===== src/rtl/fabric_pkg.sv =====
`default_nettype none

package fabric_pkg;

    // bus geometry
    localparam int addr_width = 32;
    localparam int data_width = 32;
    localparam int strb_width = data_width / 8;

    // port counts
    localparam int num_masters = 8;  // cpu0..3, dma0..1, debug slave, from lsdom
    localparam int num_slaves  = 6;

    localparam int mst_idx_width = 3;
    localparam int slv_idx_width = 3;

    typedef logic [addr_width-1:0]    addr_t;
    typedef logic [data_width-1:0]    data_t;
    typedef logic [strb_width-1:0]    strb_t;
    typedef logic [mst_idx_width-1:0] mst_idx_t;
    typedef logic [slv_idx_width-1:0] slv_idx_t;

    // address map, half-open regions [base, end)
    localparam addr_t region_base [num_slaves] = '{
        32'h0000_0000,  // mem0
        32'h0008_0000,  // mem1
        32'h0009_0400,  // hsp0
        32'h0009_0000,  // hsp1
        32'h0200_0400,  // debug
        32'h0100_0000   // to_lsdom
    };

    localparam addr_t region_end [num_slaves] = '{
        32'h0008_0000,
        32'h0008_4000,
        32'h0009_0800,
        32'h0009_0400,
        32'h0200_0800,
        32'h0200_0000
    };

    // one transaction in flight at a time
    typedef enum logic [2:0] {
        xfer_idle,
        xfer_grant,
        xfer_req,
        xfer_resp,
        xfer_err
    } xfer_state_t;

endpackage

`default_nettype wire


===== src/rtl/fabric_decoder.sv =====
`timescale 1ns/1ps
`default_nettype none

module fabric_decoder (
    input  fabric_pkg::addr_t     addr,
    output fabric_pkg::slv_idx_t  slave,
    output fabric_pkg::addr_t     offset,
    output logic                  miss
);
    import fabric_pkg::*;

    logic hit;

    always_comb begin
        hit    = 1'b0;
        slave  = '0;
        offset = '0;
        for (int r = 0; r < num_slaves; r++) begin
            // first matching region wins
            if (!hit && addr >= region_base[r] && addr < region_end[r]) begin
                hit    = 1'b1;
                slave  = slv_idx_t'(r);
                offset = addr - region_base[r];
            end
        end
    end

    assign miss = !hit;

endmodule

`default_nettype wire


===== config.mk =====
export PLATFORM = sky130hd
export DESIGN_NAME = fabric_decoder
export DESIGN_NICKNAME = d
export VERILOG_FILES = /design/src/rtl/fabric_pkg.sv /design/src/rtl/fabric_decoder.sv
export SDC_FILE = /design/constraint.sdc
export NUM_CORES = 1
export LEC_CHECK = 0
export BUFFER_PORTS_ARGS = -buffer_cell sky130_fd_sc_hd__buf_2
export CAP_MARGIN = 10
export CORE_MARGIN = 8
export CORE_UTILIZATION = 50
export DETAILED_ROUTE_END_ITERATION = 16
export PLACE_DENSITY = 0.85
export SLEW_MARGIN = 15
export SYNTH_ARGS = -nofsm -noshare
export SYNTH_HDL_FRONTEND = slang
export SYNTH_SLANG_ARGS = --single-unit

===== constraint.sdc =====
create_clock -name vclk -period 8.25
set_input_delay 1.65 -clock vclk [all_inputs]
set_output_delay 1.65 -clock vclk [all_outputs]
set_load 0.02 [all_outputs]

==> run_results.csv <==
group,metric,value,unit
die,fp.dieArea,4821,um2
hold_path,hp-class,"in -> out",
synthesis,synth_area_per_cell,6.345,um2
sta,post-route-period-util,75.66,%
cells_and_area,seq_cells,0,
cells_and_area,drive_above_1_share,28.52,%
placed_design,post_dp_cell_area,1775,um2
setup_path,critical_path.top_delay_family,"compound AO/OA/AOI/OAI gates",
cells_and_area,final_util,64.94,%
sta,worst_pin_slew,0.7890,ns
cells_and_area,clkbuf_count,0,
cells_and_area,most-common-layout-cells,"68 x buf_2, 19 x nor2_1, 17 x inv_1, 17 x nand2_1, 13 x and2_1",
power_and_ir_drop,cellPowerDensity,23.56,nW/um2
global_route,grt_util_all_layers,19.95,%
setup_path,cp_cell_sequence,"buf_2 > nor4_1 > and4_1 > a31oi_1 > o211ai_2 > inv_1 > a2111oi_0 > o21bai_1 > buf_2",
synthesis,synth_cell_types,52,
die,die_x,69.44,um
synthesis,synth_warnings,0,
sta,setup_viol,0,
sta,fmax,0.1602,GHz
setup_path,cp_max_fo,9,
detailed_routing,wire_per_inst,16.82,um
clocking,cts_setup_buffers,0,
die,core,2734,um2
sta,finalHoldViolCount,0,
cells_and_area,antennaDiodeCount,0,
detailed_routing,antenna_left,0,
die,initial_utilization,52.22,%
synthesis,netlist_area,1428,um2
clocking,holdBufCountCts,0,
detailed_routing,drt_iter0_markers,197,
die,rows,19,
detailed_routing,drc,0,
sta,slew_violations,0,
sta,rsz0062_at_grt,"false",
global_route,grt_start_max_net_pins,13,
setup_path,end_kind,"primary output",
die,fp.dieH,69.44,um
detailed_routing,dr.pass1.iters,6,
cells_and_area,final_area,1775,um2
setup_path,path_buf_inv,3,
placed_design,dpl.cell_count,315,
synthesis,synth_cells,225,
cells_and_area,final_cells,315,
cells_and_area,area_growth,24.36,%
global_route,grt-ovfl-total,0,
sta,slew_headroom,46.91,%
placed_design,gp_congestion,0.9800,
power_and_ir_drop,peakVddDrop,21.02,uV
setup_path,max_stage_delay,0.70,ns
setup_path,cpMostUsedCell,"buf_2",
die,ios,68,
detailed_routing,drt_wl_total,5297,um
synthesis,ys_seq_area_share,0,%
synthesis,syn_nets,269,
power_and_ir_drop,total_power,41.84,uW
power_and_ir_drop,leakagePower,0.9368,nW
sta,period_minus_slack,6.242,ns
detailed_routing,routed_via_density,6.438,
setup_path,crit_required,6.60,ns
cells_and_area,regArea,0,um2
placed_design,detailed_place_hpwl,4393,um
cells_and_area,fin_nets,330,
clocking,post_cts_resized,0,
outcome,outcome,"finished clean",
setup_path,cp.arrival,4.59,ns
placed_design,io_buffers,68,
sta,final.setup.tns,0,ns
detailed_routing,via_count,2028,
global_route,grt_pass1_vias,1876,
setup_path,slowest_stage,"nor4_1",
setup_path,critPathKind,"in -> out",
global_route,antenna_found_initial,0,
setup_path,crit_path_start_kind,"input port",
flow_run,max_cap_viol_count,0,
cells_and_area,final_common_cell,"buf_2",
global_route,grt_pass1_wl,8659,um
## Yosys cell counts, types with 3 or more instances
| cell | instances | share of area (%) |
|---|---|---|
| a21o_1 | 9 | 4.7 |
| a21oi_1 | 10 | 3.5 |
| a22o_1 | 3 | 1.8 |
| a31oi_1 | 4 | 1.8 |
| and2_1 | 13 | 5.7 |
| and3_1 | 4 | 1.8 |
| clkbuf_1 | 9 | 2.4 |
| ha_1 | 12 | 11 |
| inv_1 | 17 | 4.5 |
| nand2_1 | 17 | 4.5 |
| nand2b_1 | 3 | 1.3 |
| nand3_1 | 10 | 3.5 |
| nor2_1 | 19 | 5.0 |
| nor3_1 | 10 | 3.5 |
| nor4_1 | 8 | 3.5 |
| o211ai_1 | 3 | 1.6 |
| o21a_1 | 4 | 2.1 |
| o21ai_0 | 11 | 3.9 |
| o21bai_1 | 3 | 1.6 |
| or3_1 | 3 | 1.3 |
| or4_1 | 7 | 3.7 |
| xnor2_1 | 5 | 3.1 |
## tightest hold or removal path, stage by stage
cell and delay, ns:
buf_2 0.08, and2_1 0.10, buf_2 0.16
## layer usage
layer	GRT usage, %	routed length, um	vias up
li1	-	-	969
met1	23.41	2062	895
met2	35.55	2529	150
met3	4.292	568	14
met4	4.556	136	0
met5	0	0	-
## through the flow
stage / hold slack, ns / worst slack [ns]
after global placement: 3.630 / 2.118
after global routing: 3.649 / 1.705
final: 3.632 / 2.008
after CTS: 3.635 / 2.116
after floorplan: 3.483 / 2.314
after detailed placement: 3.637 / 2.122
## power breakdown
group,internal [mW],switching [mW]
Combinational,0.0160,0.0258
Clock,0,0
Sequential,0,0
## kinds of logic (layout without fill, tap and decap cells)
| group | Yosys count | count (layout) | share of synthesized area, % |
|---|---|---|---|
| buffers and inverters | 27 | 86 | 7.186 |
| adders and majority gates | 12 | 12 | 10.52 |
| and+or+nand+nor | 107 | 107 | 41.11 |
| muxes | 1 | 1 | 0.7887 |
| xor gates and xnor gates | 6 | 6 | 3.681 |
| AOI/OAI and AO/OA | 72 | 72 | 36.72 |
## path summary, 6_finish.rpt
check                    start         end  slack [ns]  depth (start not counted)
worst max-delay path  addr[23]  offset[27]        2.01                          9
worst min-delay path   addr[1]   offset[1]        3.63                          3
## area by class of cell
cell class | instances | area, um2
fill | 256 | 958.4
tap | 31 | 38.79
multi-input combinational | 198 | 1325
inverter | 17 | 63.81
timing repair buffer | 69 | 347.8
Power figures use the tool's default switching activity.
