**config.mk**
```make
export PLATFORM = sky130hd
export DESIGN_NAME = fabric_xfer_ctrl
export DESIGN_NICKNAME = d
export VERILOG_FILES = /design/src/rtl/fabric_pkg.sv /design/src/rtl/fabric_xfer_ctrl.sv
export SDC_FILE = /design/constraint.sdc
export NUM_CORES = 1
export LEC_CHECK = 0
export ABC_AREA = 1
export BUFFER_PORTS_ARGS = -buffer_cell sky130_fd_sc_hd__buf_4
export CAP_MARGIN = 40
export CORE_AREA = 4 4 608 610
export CTS_CLUSTER_SIZE = 28
export DETAILED_ROUTE_END_ITERATION = 10
export DIE_AREA = 0 0 612 614
export SYNTH_ARGS = -nofsm -noshare
export SYNTH_HDL_FRONTEND = slang
export SYNTH_SLANG_ARGS = --single-unit
export TNS_END_PERCENT = 5
```
**constraint.sdc**
```tcl
create_clock -name seq -period 9.6 [get_ports seq]
set_input_delay 0.48 -clock seq [delete_from_list [all_inputs] [get_ports seq]]
set_output_delay 0.48 -clock seq [all_outputs]
set_load 0.01 [all_outputs]
```
**src/rtl/fabric_pkg.sv**
```systemverilog
`default_nettype none

package fabric_pkg;

    // bus geometry
    localparam int addr_width = 32;
    localparam int data_width = 32;
    localparam int strb_width = data_width / 8;

    // port counts
    localparam int num_masters = 8;  // cpu0..3, dma0..1, debug slave, from lsdom
    localparam int num_slaves  = 6;

    localparam int mst_idx_width = 3;
    localparam int slv_idx_width = 3;

    typedef logic [addr_width-1:0]    addr_t;
    typedef logic [data_width-1:0]    data_t;
    typedef logic [strb_width-1:0]    strb_t;
    typedef logic [mst_idx_width-1:0] mst_idx_t;
    typedef logic [slv_idx_width-1:0] slv_idx_t;

    // address map, half-open regions [base, end)
    localparam addr_t region_base [num_slaves] = '{
        32'h0000_0000,  // mem0
        32'h0008_0000,  // mem1
        32'h0009_0400,  // hsp0
        32'h0009_0000,  // hsp1
        32'h0200_0400,  // debug
        32'h0100_0000   // to_lsdom
    };

    localparam addr_t region_end [num_slaves] = '{
        32'h0008_0000,
        32'h0008_4000,
        32'h0009_0800,
        32'h0009_0400,
        32'h0200_0800,
        32'h0200_0000
    };

    // one transaction in flight at a time
    typedef enum logic [2:0] {
        xfer_idle,
        xfer_grant,
        xfer_req,
        xfer_resp,
        xfer_err
    } xfer_state_t;

endpackage

`default_nettype wire

```
**src/rtl/fabric_xfer_ctrl.sv**
```systemverilog
`timescale 1ns/1ps
`default_nettype none

module fabric_xfer_ctrl (
    input  logic                                                seq,
    input  logic                                                reset,

    input  logic                                                grant_valid,
    input  fabric_pkg::mst_idx_t                                grant_idx,
    output logic                                                grant_release,
    output fabric_pkg::addr_t                                   sel_addr,

    input  fabric_pkg::slv_idx_t                                dec_slave,
    input  fabric_pkg::addr_t                                   dec_offset,
    input  logic                                                dec_miss,

    input  logic [fabric_pkg::num_masters-1:0]                  mst_req_valid,
    output logic [fabric_pkg::num_masters-1:0]                  mst_req_ready,
    input  logic [fabric_pkg::num_masters-1:0]                  mst_req_write,
    input  fabric_pkg::addr_t [fabric_pkg::num_masters-1:0]     mst_req_addr,
    input  fabric_pkg::data_t [fabric_pkg::num_masters-1:0]     mst_req_data,
    input  fabric_pkg::strb_t [fabric_pkg::num_masters-1:0]     mst_req_strb,
    output logic [fabric_pkg::num_masters-1:0]                  mst_resp_valid,
    input  logic [fabric_pkg::num_masters-1:0]                  mst_resp_ready,
    output fabric_pkg::data_t [fabric_pkg::num_masters-1:0]     mst_resp_data,
    output logic [fabric_pkg::num_masters-1:0]                  mst_resp_err,

    output logic [fabric_pkg::num_slaves-1:0]                   slv_req_valid,
    input  logic [fabric_pkg::num_slaves-1:0]                   slv_req_ready,
    output logic [fabric_pkg::num_slaves-1:0]                   slv_req_write,
    output fabric_pkg::addr_t [fabric_pkg::num_slaves-1:0]      slv_req_addr,
    output fabric_pkg::data_t [fabric_pkg::num_slaves-1:0]      slv_req_data,
    output fabric_pkg::strb_t [fabric_pkg::num_slaves-1:0]      slv_req_strb,
    input  logic [fabric_pkg::num_slaves-1:0]                   slv_resp_valid,
    output logic [fabric_pkg::num_slaves-1:0]                   slv_resp_ready,
    input  fabric_pkg::data_t [fabric_pkg::num_slaves-1:0]      slv_resp_data,
    input  logic [fabric_pkg::num_slaves-1:0]                   slv_resp_err
);
    import fabric_pkg::*;

    xfer_state_t state;
    xfer_state_t state_next;

    // routing held for the whole transaction
    mst_idx_t cur_mst;
    slv_idx_t cur_slv;
    addr_t    cur_offset;
    logic     cur_miss;

    assign sel_addr = mst_req_addr[grant_idx];  // feeds the decoder

    always_ff @(posedge seq) begin
        if (reset) begin
            state <= xfer_idle;
        end else begin
            state <= state_next;
        end
    end

    always_ff @(posedge seq) begin
        if (state == xfer_grant) begin
            cur_mst    <= grant_idx;
            cur_slv    <= dec_slave;
            cur_offset <= dec_offset;
            cur_miss   <= dec_miss;
        end
    end

    always_comb begin
        state_next     = state;
        grant_release  = 1'b0;
        mst_req_ready  = '0;
        mst_resp_valid = '0;
        mst_resp_data  = '0;
        mst_resp_err   = '0;
        slv_req_valid  = '0;
        slv_resp_ready = '0;

        // payload goes to every slave, only valid is steered
        for (int s = 0; s < num_slaves; s++) begin
            slv_req_write[s] = mst_req_write[cur_mst];
            slv_req_addr[s]  = cur_offset;
            slv_req_data[s]  = mst_req_data[cur_mst];
            slv_req_strb[s]  = mst_req_strb[cur_mst];
        end

        case (state)
            xfer_idle: begin
                if (grant_valid) begin
                    state_next = xfer_grant;
                end
            end
            xfer_grant: begin
                state_next = xfer_req;  // decode latched this cycle
            end
            xfer_req: begin
                if (cur_miss) begin
                    // swallow the request, no slave involved
                    mst_req_ready[cur_mst] = 1'b1;
                    if (mst_req_valid[cur_mst]) begin
                        state_next = xfer_err;
                    end
                end else begin
                    slv_req_valid[cur_slv] = mst_req_valid[cur_mst];
                    mst_req_ready[cur_mst] = slv_req_ready[cur_slv];
                    if (mst_req_valid[cur_mst] && slv_req_ready[cur_slv]) begin
                        state_next = xfer_resp;
                    end
                end
            end
            xfer_resp: begin
                mst_resp_valid[cur_mst] = slv_resp_valid[cur_slv];
                mst_resp_data[cur_mst]  = slv_resp_data[cur_slv];
                mst_resp_err[cur_mst]   = slv_resp_err[cur_slv];
                slv_resp_ready[cur_slv] = mst_resp_ready[cur_mst];
                if (slv_resp_valid[cur_slv] && mst_resp_ready[cur_mst]) begin
                    grant_release = 1'b1;
                    state_next    = xfer_idle;
                end
            end
            xfer_err: begin
                mst_resp_valid[cur_mst] = 1'b1;
                mst_resp_err[cur_mst]   = 1'b1;  // data stays zero
                if (mst_resp_ready[cur_mst]) begin
                    grant_release = 1'b1;
                    state_next    = xfer_idle;
                end
            end
            default: begin
                state_next = xfer_idle;
            end
        endcase
    end

endmodule

`default_nettype wire

```
==> results.md <==
- Yosys cell types: 38
- Reg clk slew, reported paths: 130 ps
- Vias/cell: 2.53
- FP Rows: 222
- Layout cells sized above 1: 56.4%
- Syn Area/Cell: 5.97 um2
- I/O Buffers: 1558
- Reg2Reg Launch Point: cur_slv[2]
- Cell at the root of the clock tree: clkbuf_16
- Synth Warn #: 0
- Worst hold path type: in2reg
- WS Path Type: reg2out
- Number of global-route vias before repair: 17.4k
- #FFs+latches synth: 42
- Top-area cell type share of the netlist area: 23.6%
- Via count: 20.1k
- CTS Buf Count: 5
- Async S/R FF share, synth: 0%
- Met3 usage: 5.81%
- Max Cap Violations: 0
- Reg2reg path depth: 10
- Max Clock Freq: 194 MHz
- Initial Util: 3.09%
- CTS tree: done
- Total wire length: 234 mm
- Final worst-path cycle share: 53.7%
- Xor/xnor share of the synthesized area: 0%
- Post-synth EDFFs: 39
- Crit end category: output port
- RSZ-0062 raised after global routing: false
- Synth area leaders: buf_4, nor2_1, edfxtp_1
- First-pass GRT wire length: 265 mm
- Core box area: 364000 um2
- Area fraction in compound gates after synthesis: 24.6%
- DR iter-0 viols: 2074
- Post-synth top flop: edfxtp_1
- Slew @ Worst Pin: 959 ps
- Synthesized Nets: 2706
- Drt drc: 0
- Die Y: 614 um
- Fin Clk Skew: 43.7 ps
- Tmin final: 5160 ps
- Hold path start: dec_offset[20]
- GR Util met2: 19.7%
- Die W: 612 um
- Most crowded layer after global routing: met2
- Wire per inst: 29.4 um
- Post-CTS setup buffer count: 0
- Largest net degree at the start of global routing: 84
- CP required: 9120 ps
- Setup_tns: 0 ps
- WHS Path Cells: 1
- I/O pins: 1559
- Crit path max fanout: 22
- Final setup fails: 0
- Mapped Area: 11300 um2
- LEAKAGE: 11.3 nW
- Hold EP: cur_offset[20]
- CP startpoint kind: register
- Die area: 376000 um2
- GRT overflow: 0
- Commonest cells post-synth: nor2_1, buf_4, nand2_1
- Area Growth Syn to Fin: 141%
- Tot GR Track Use: 11.5%
- Worst vdd ir: 0.0000726 V
- FF+latch area: 1230 um2
- Synth Area in Simple Gates: 33.3%
- Filler cells: 43.1k
- Area of the multi-input gates: 6580 um2
- Status: finished, final reports clean
- HPWL after DPL: 213 mm
- CTS max path bufs: 2
- Worst path arrival time: 4680 ps
- Hold Buf Count CTS: 0
- DRT antenna net count: 0
- Overall power: 3.82 mW
- GRT met1 Usage: 12.8%
- Post-Synthesis Cells: 1886
- Routability Congestion: 0.857
- Pins over their slew limit: 0
- Fin nets: 3913
- Cell taking the most area after synthesis: buf_4
- Pwr/cell area: 141 nW/um2
- Mux cell area share after synthesis: 0%
- Worst reg2reg endpoint: state[1]
- Post-CTS Resized: 0
- Seq/Total Area, Yosys: 10.9%
- CTS Sinks: 42
- Worst R2R Setup Slack: 7190 ps
- CTS H-tree depth: 2
- Slew Limit Headroom: 35.9%
- Most frequent cell after synthesis: nor2_1
- Worst-Skew Late Latency: 360 ps
- DR pass1 iterations: 6
- Combinational family with the most area after synthesis: simple AND/OR/NAND/NOR gates
- Adder-cell share of the synthesized area: 0%
- Initial antenna violation count: 162
- Core Util, Final: 7.45%
- Hold Violations, Final: 0
[cells by family after synthesis]
| logic type | count (synthesis) |
|---|---|
| AO/OA/AOI/OAI | 358 |
| buffers and inverters | 563 |
| AND/OR/NAND/NOR | 923 |
| flip-flops | 42 |
[worst max-delay path: stages (launching register included)]
cell	delay (ps)
edfxtp_1	650
inv_1	330
nand2_1	170
buf_4	240
clkinv_2	420
buf_4	410
nand2_1	120
o21ai_0	190
buf_4	210
a221oi_1	310
nand4_1	790
buf_4	430
[per-layer routing]
| layer | routed length (um) | up-vias |
|---|---|---|
| met5 | 613 | - |
| met4 | 5940 | 92 |
| met3 | 28600 | 373 |
| met2 | 112000 | 1622 |
| met1 | 86200 | 9624 |
| li1 | - | 8410 |
[cell usage in the layout, fill, tap and decap left out, types with 8 or more instances in the layout]
cell type / synthesis / routed
buf_4: 353 / 1648
nor2_1: 523 / 522
nand2_1: 285 / 279
o21ai_0: 146 / 144
inv_1: 84 / 81
nand4_1: 72 / 72
a22oi_1: 46 / 46
o22ai_1: 39 / 39
edfxtp_1: 39 / 39
diode_2: 0 / 36
a31oi_1: 33 / 33
a221oi_1: 29 / 28
a221oi_4: 24 / 24
nand3_1: 18 / 18
a21oi_1: 14 / 14
inv_2: 11 / 11
nor3_1: 12 / 9
nand2_2: 2 / 8
a22o_1: 8 / 8
[flip-flops by register name (all words and copies together), names as in the netlist]
register / flops
cur_offset: 32
cur_slv: 3
cur_mst: 3
state: 3
cur_miss: 1
[power by group]
group / total, mW / switching [mW] / internal (mW)
Combinational: 3.23 / 2.13 / 1.10
Clock: 0.238 / 0.139 / 0.0996
Sequential: 0.357 / 0.105 / 0.251
[layout make-up]
type | instances | area share (%)
antenna | 36 | 0.332
clock buffer | 5 | 0.461
clock inverter | 3 | 0.0876
inverter | 96 | 1.35
multi-input combinational | 1281 | 24.2
sequential | 42 | 4.54
tap | 4816 | 22.2
timing repair buffer | 1667 | 46.8
[metrics by stage]
stage	setup slack [ps]	std cells	hold WS [ps]	instance area, um2
6_report	4440	7946	293	27100
5_1_grt	4230	7926	257	27100
4_1_cts	4290	7910	223	27000
3_5_place_dp	4760	7902	647	26900
3_3_place_gp	4650	7881	658	26600
2_1_floorplan	6020	1886	552	11300
[worst max-delay path by stage]
stage                    start                 to  slack, ps
floorplan             state[2]           cur_miss       6020
global placement    cur_mst[0]  slv_req_data[130]       4650
detailed placement  cur_mst[0]   slv_req_write[5]       4760
CTS                 cur_mst[0]   slv_req_write[5]       4290
global route        cur_mst[0]   slv_req_write[5]       4230
finish              cur_mst[0]   slv_req_write[3]       4440
Note: power is estimated with default switching activity, not from simulation.
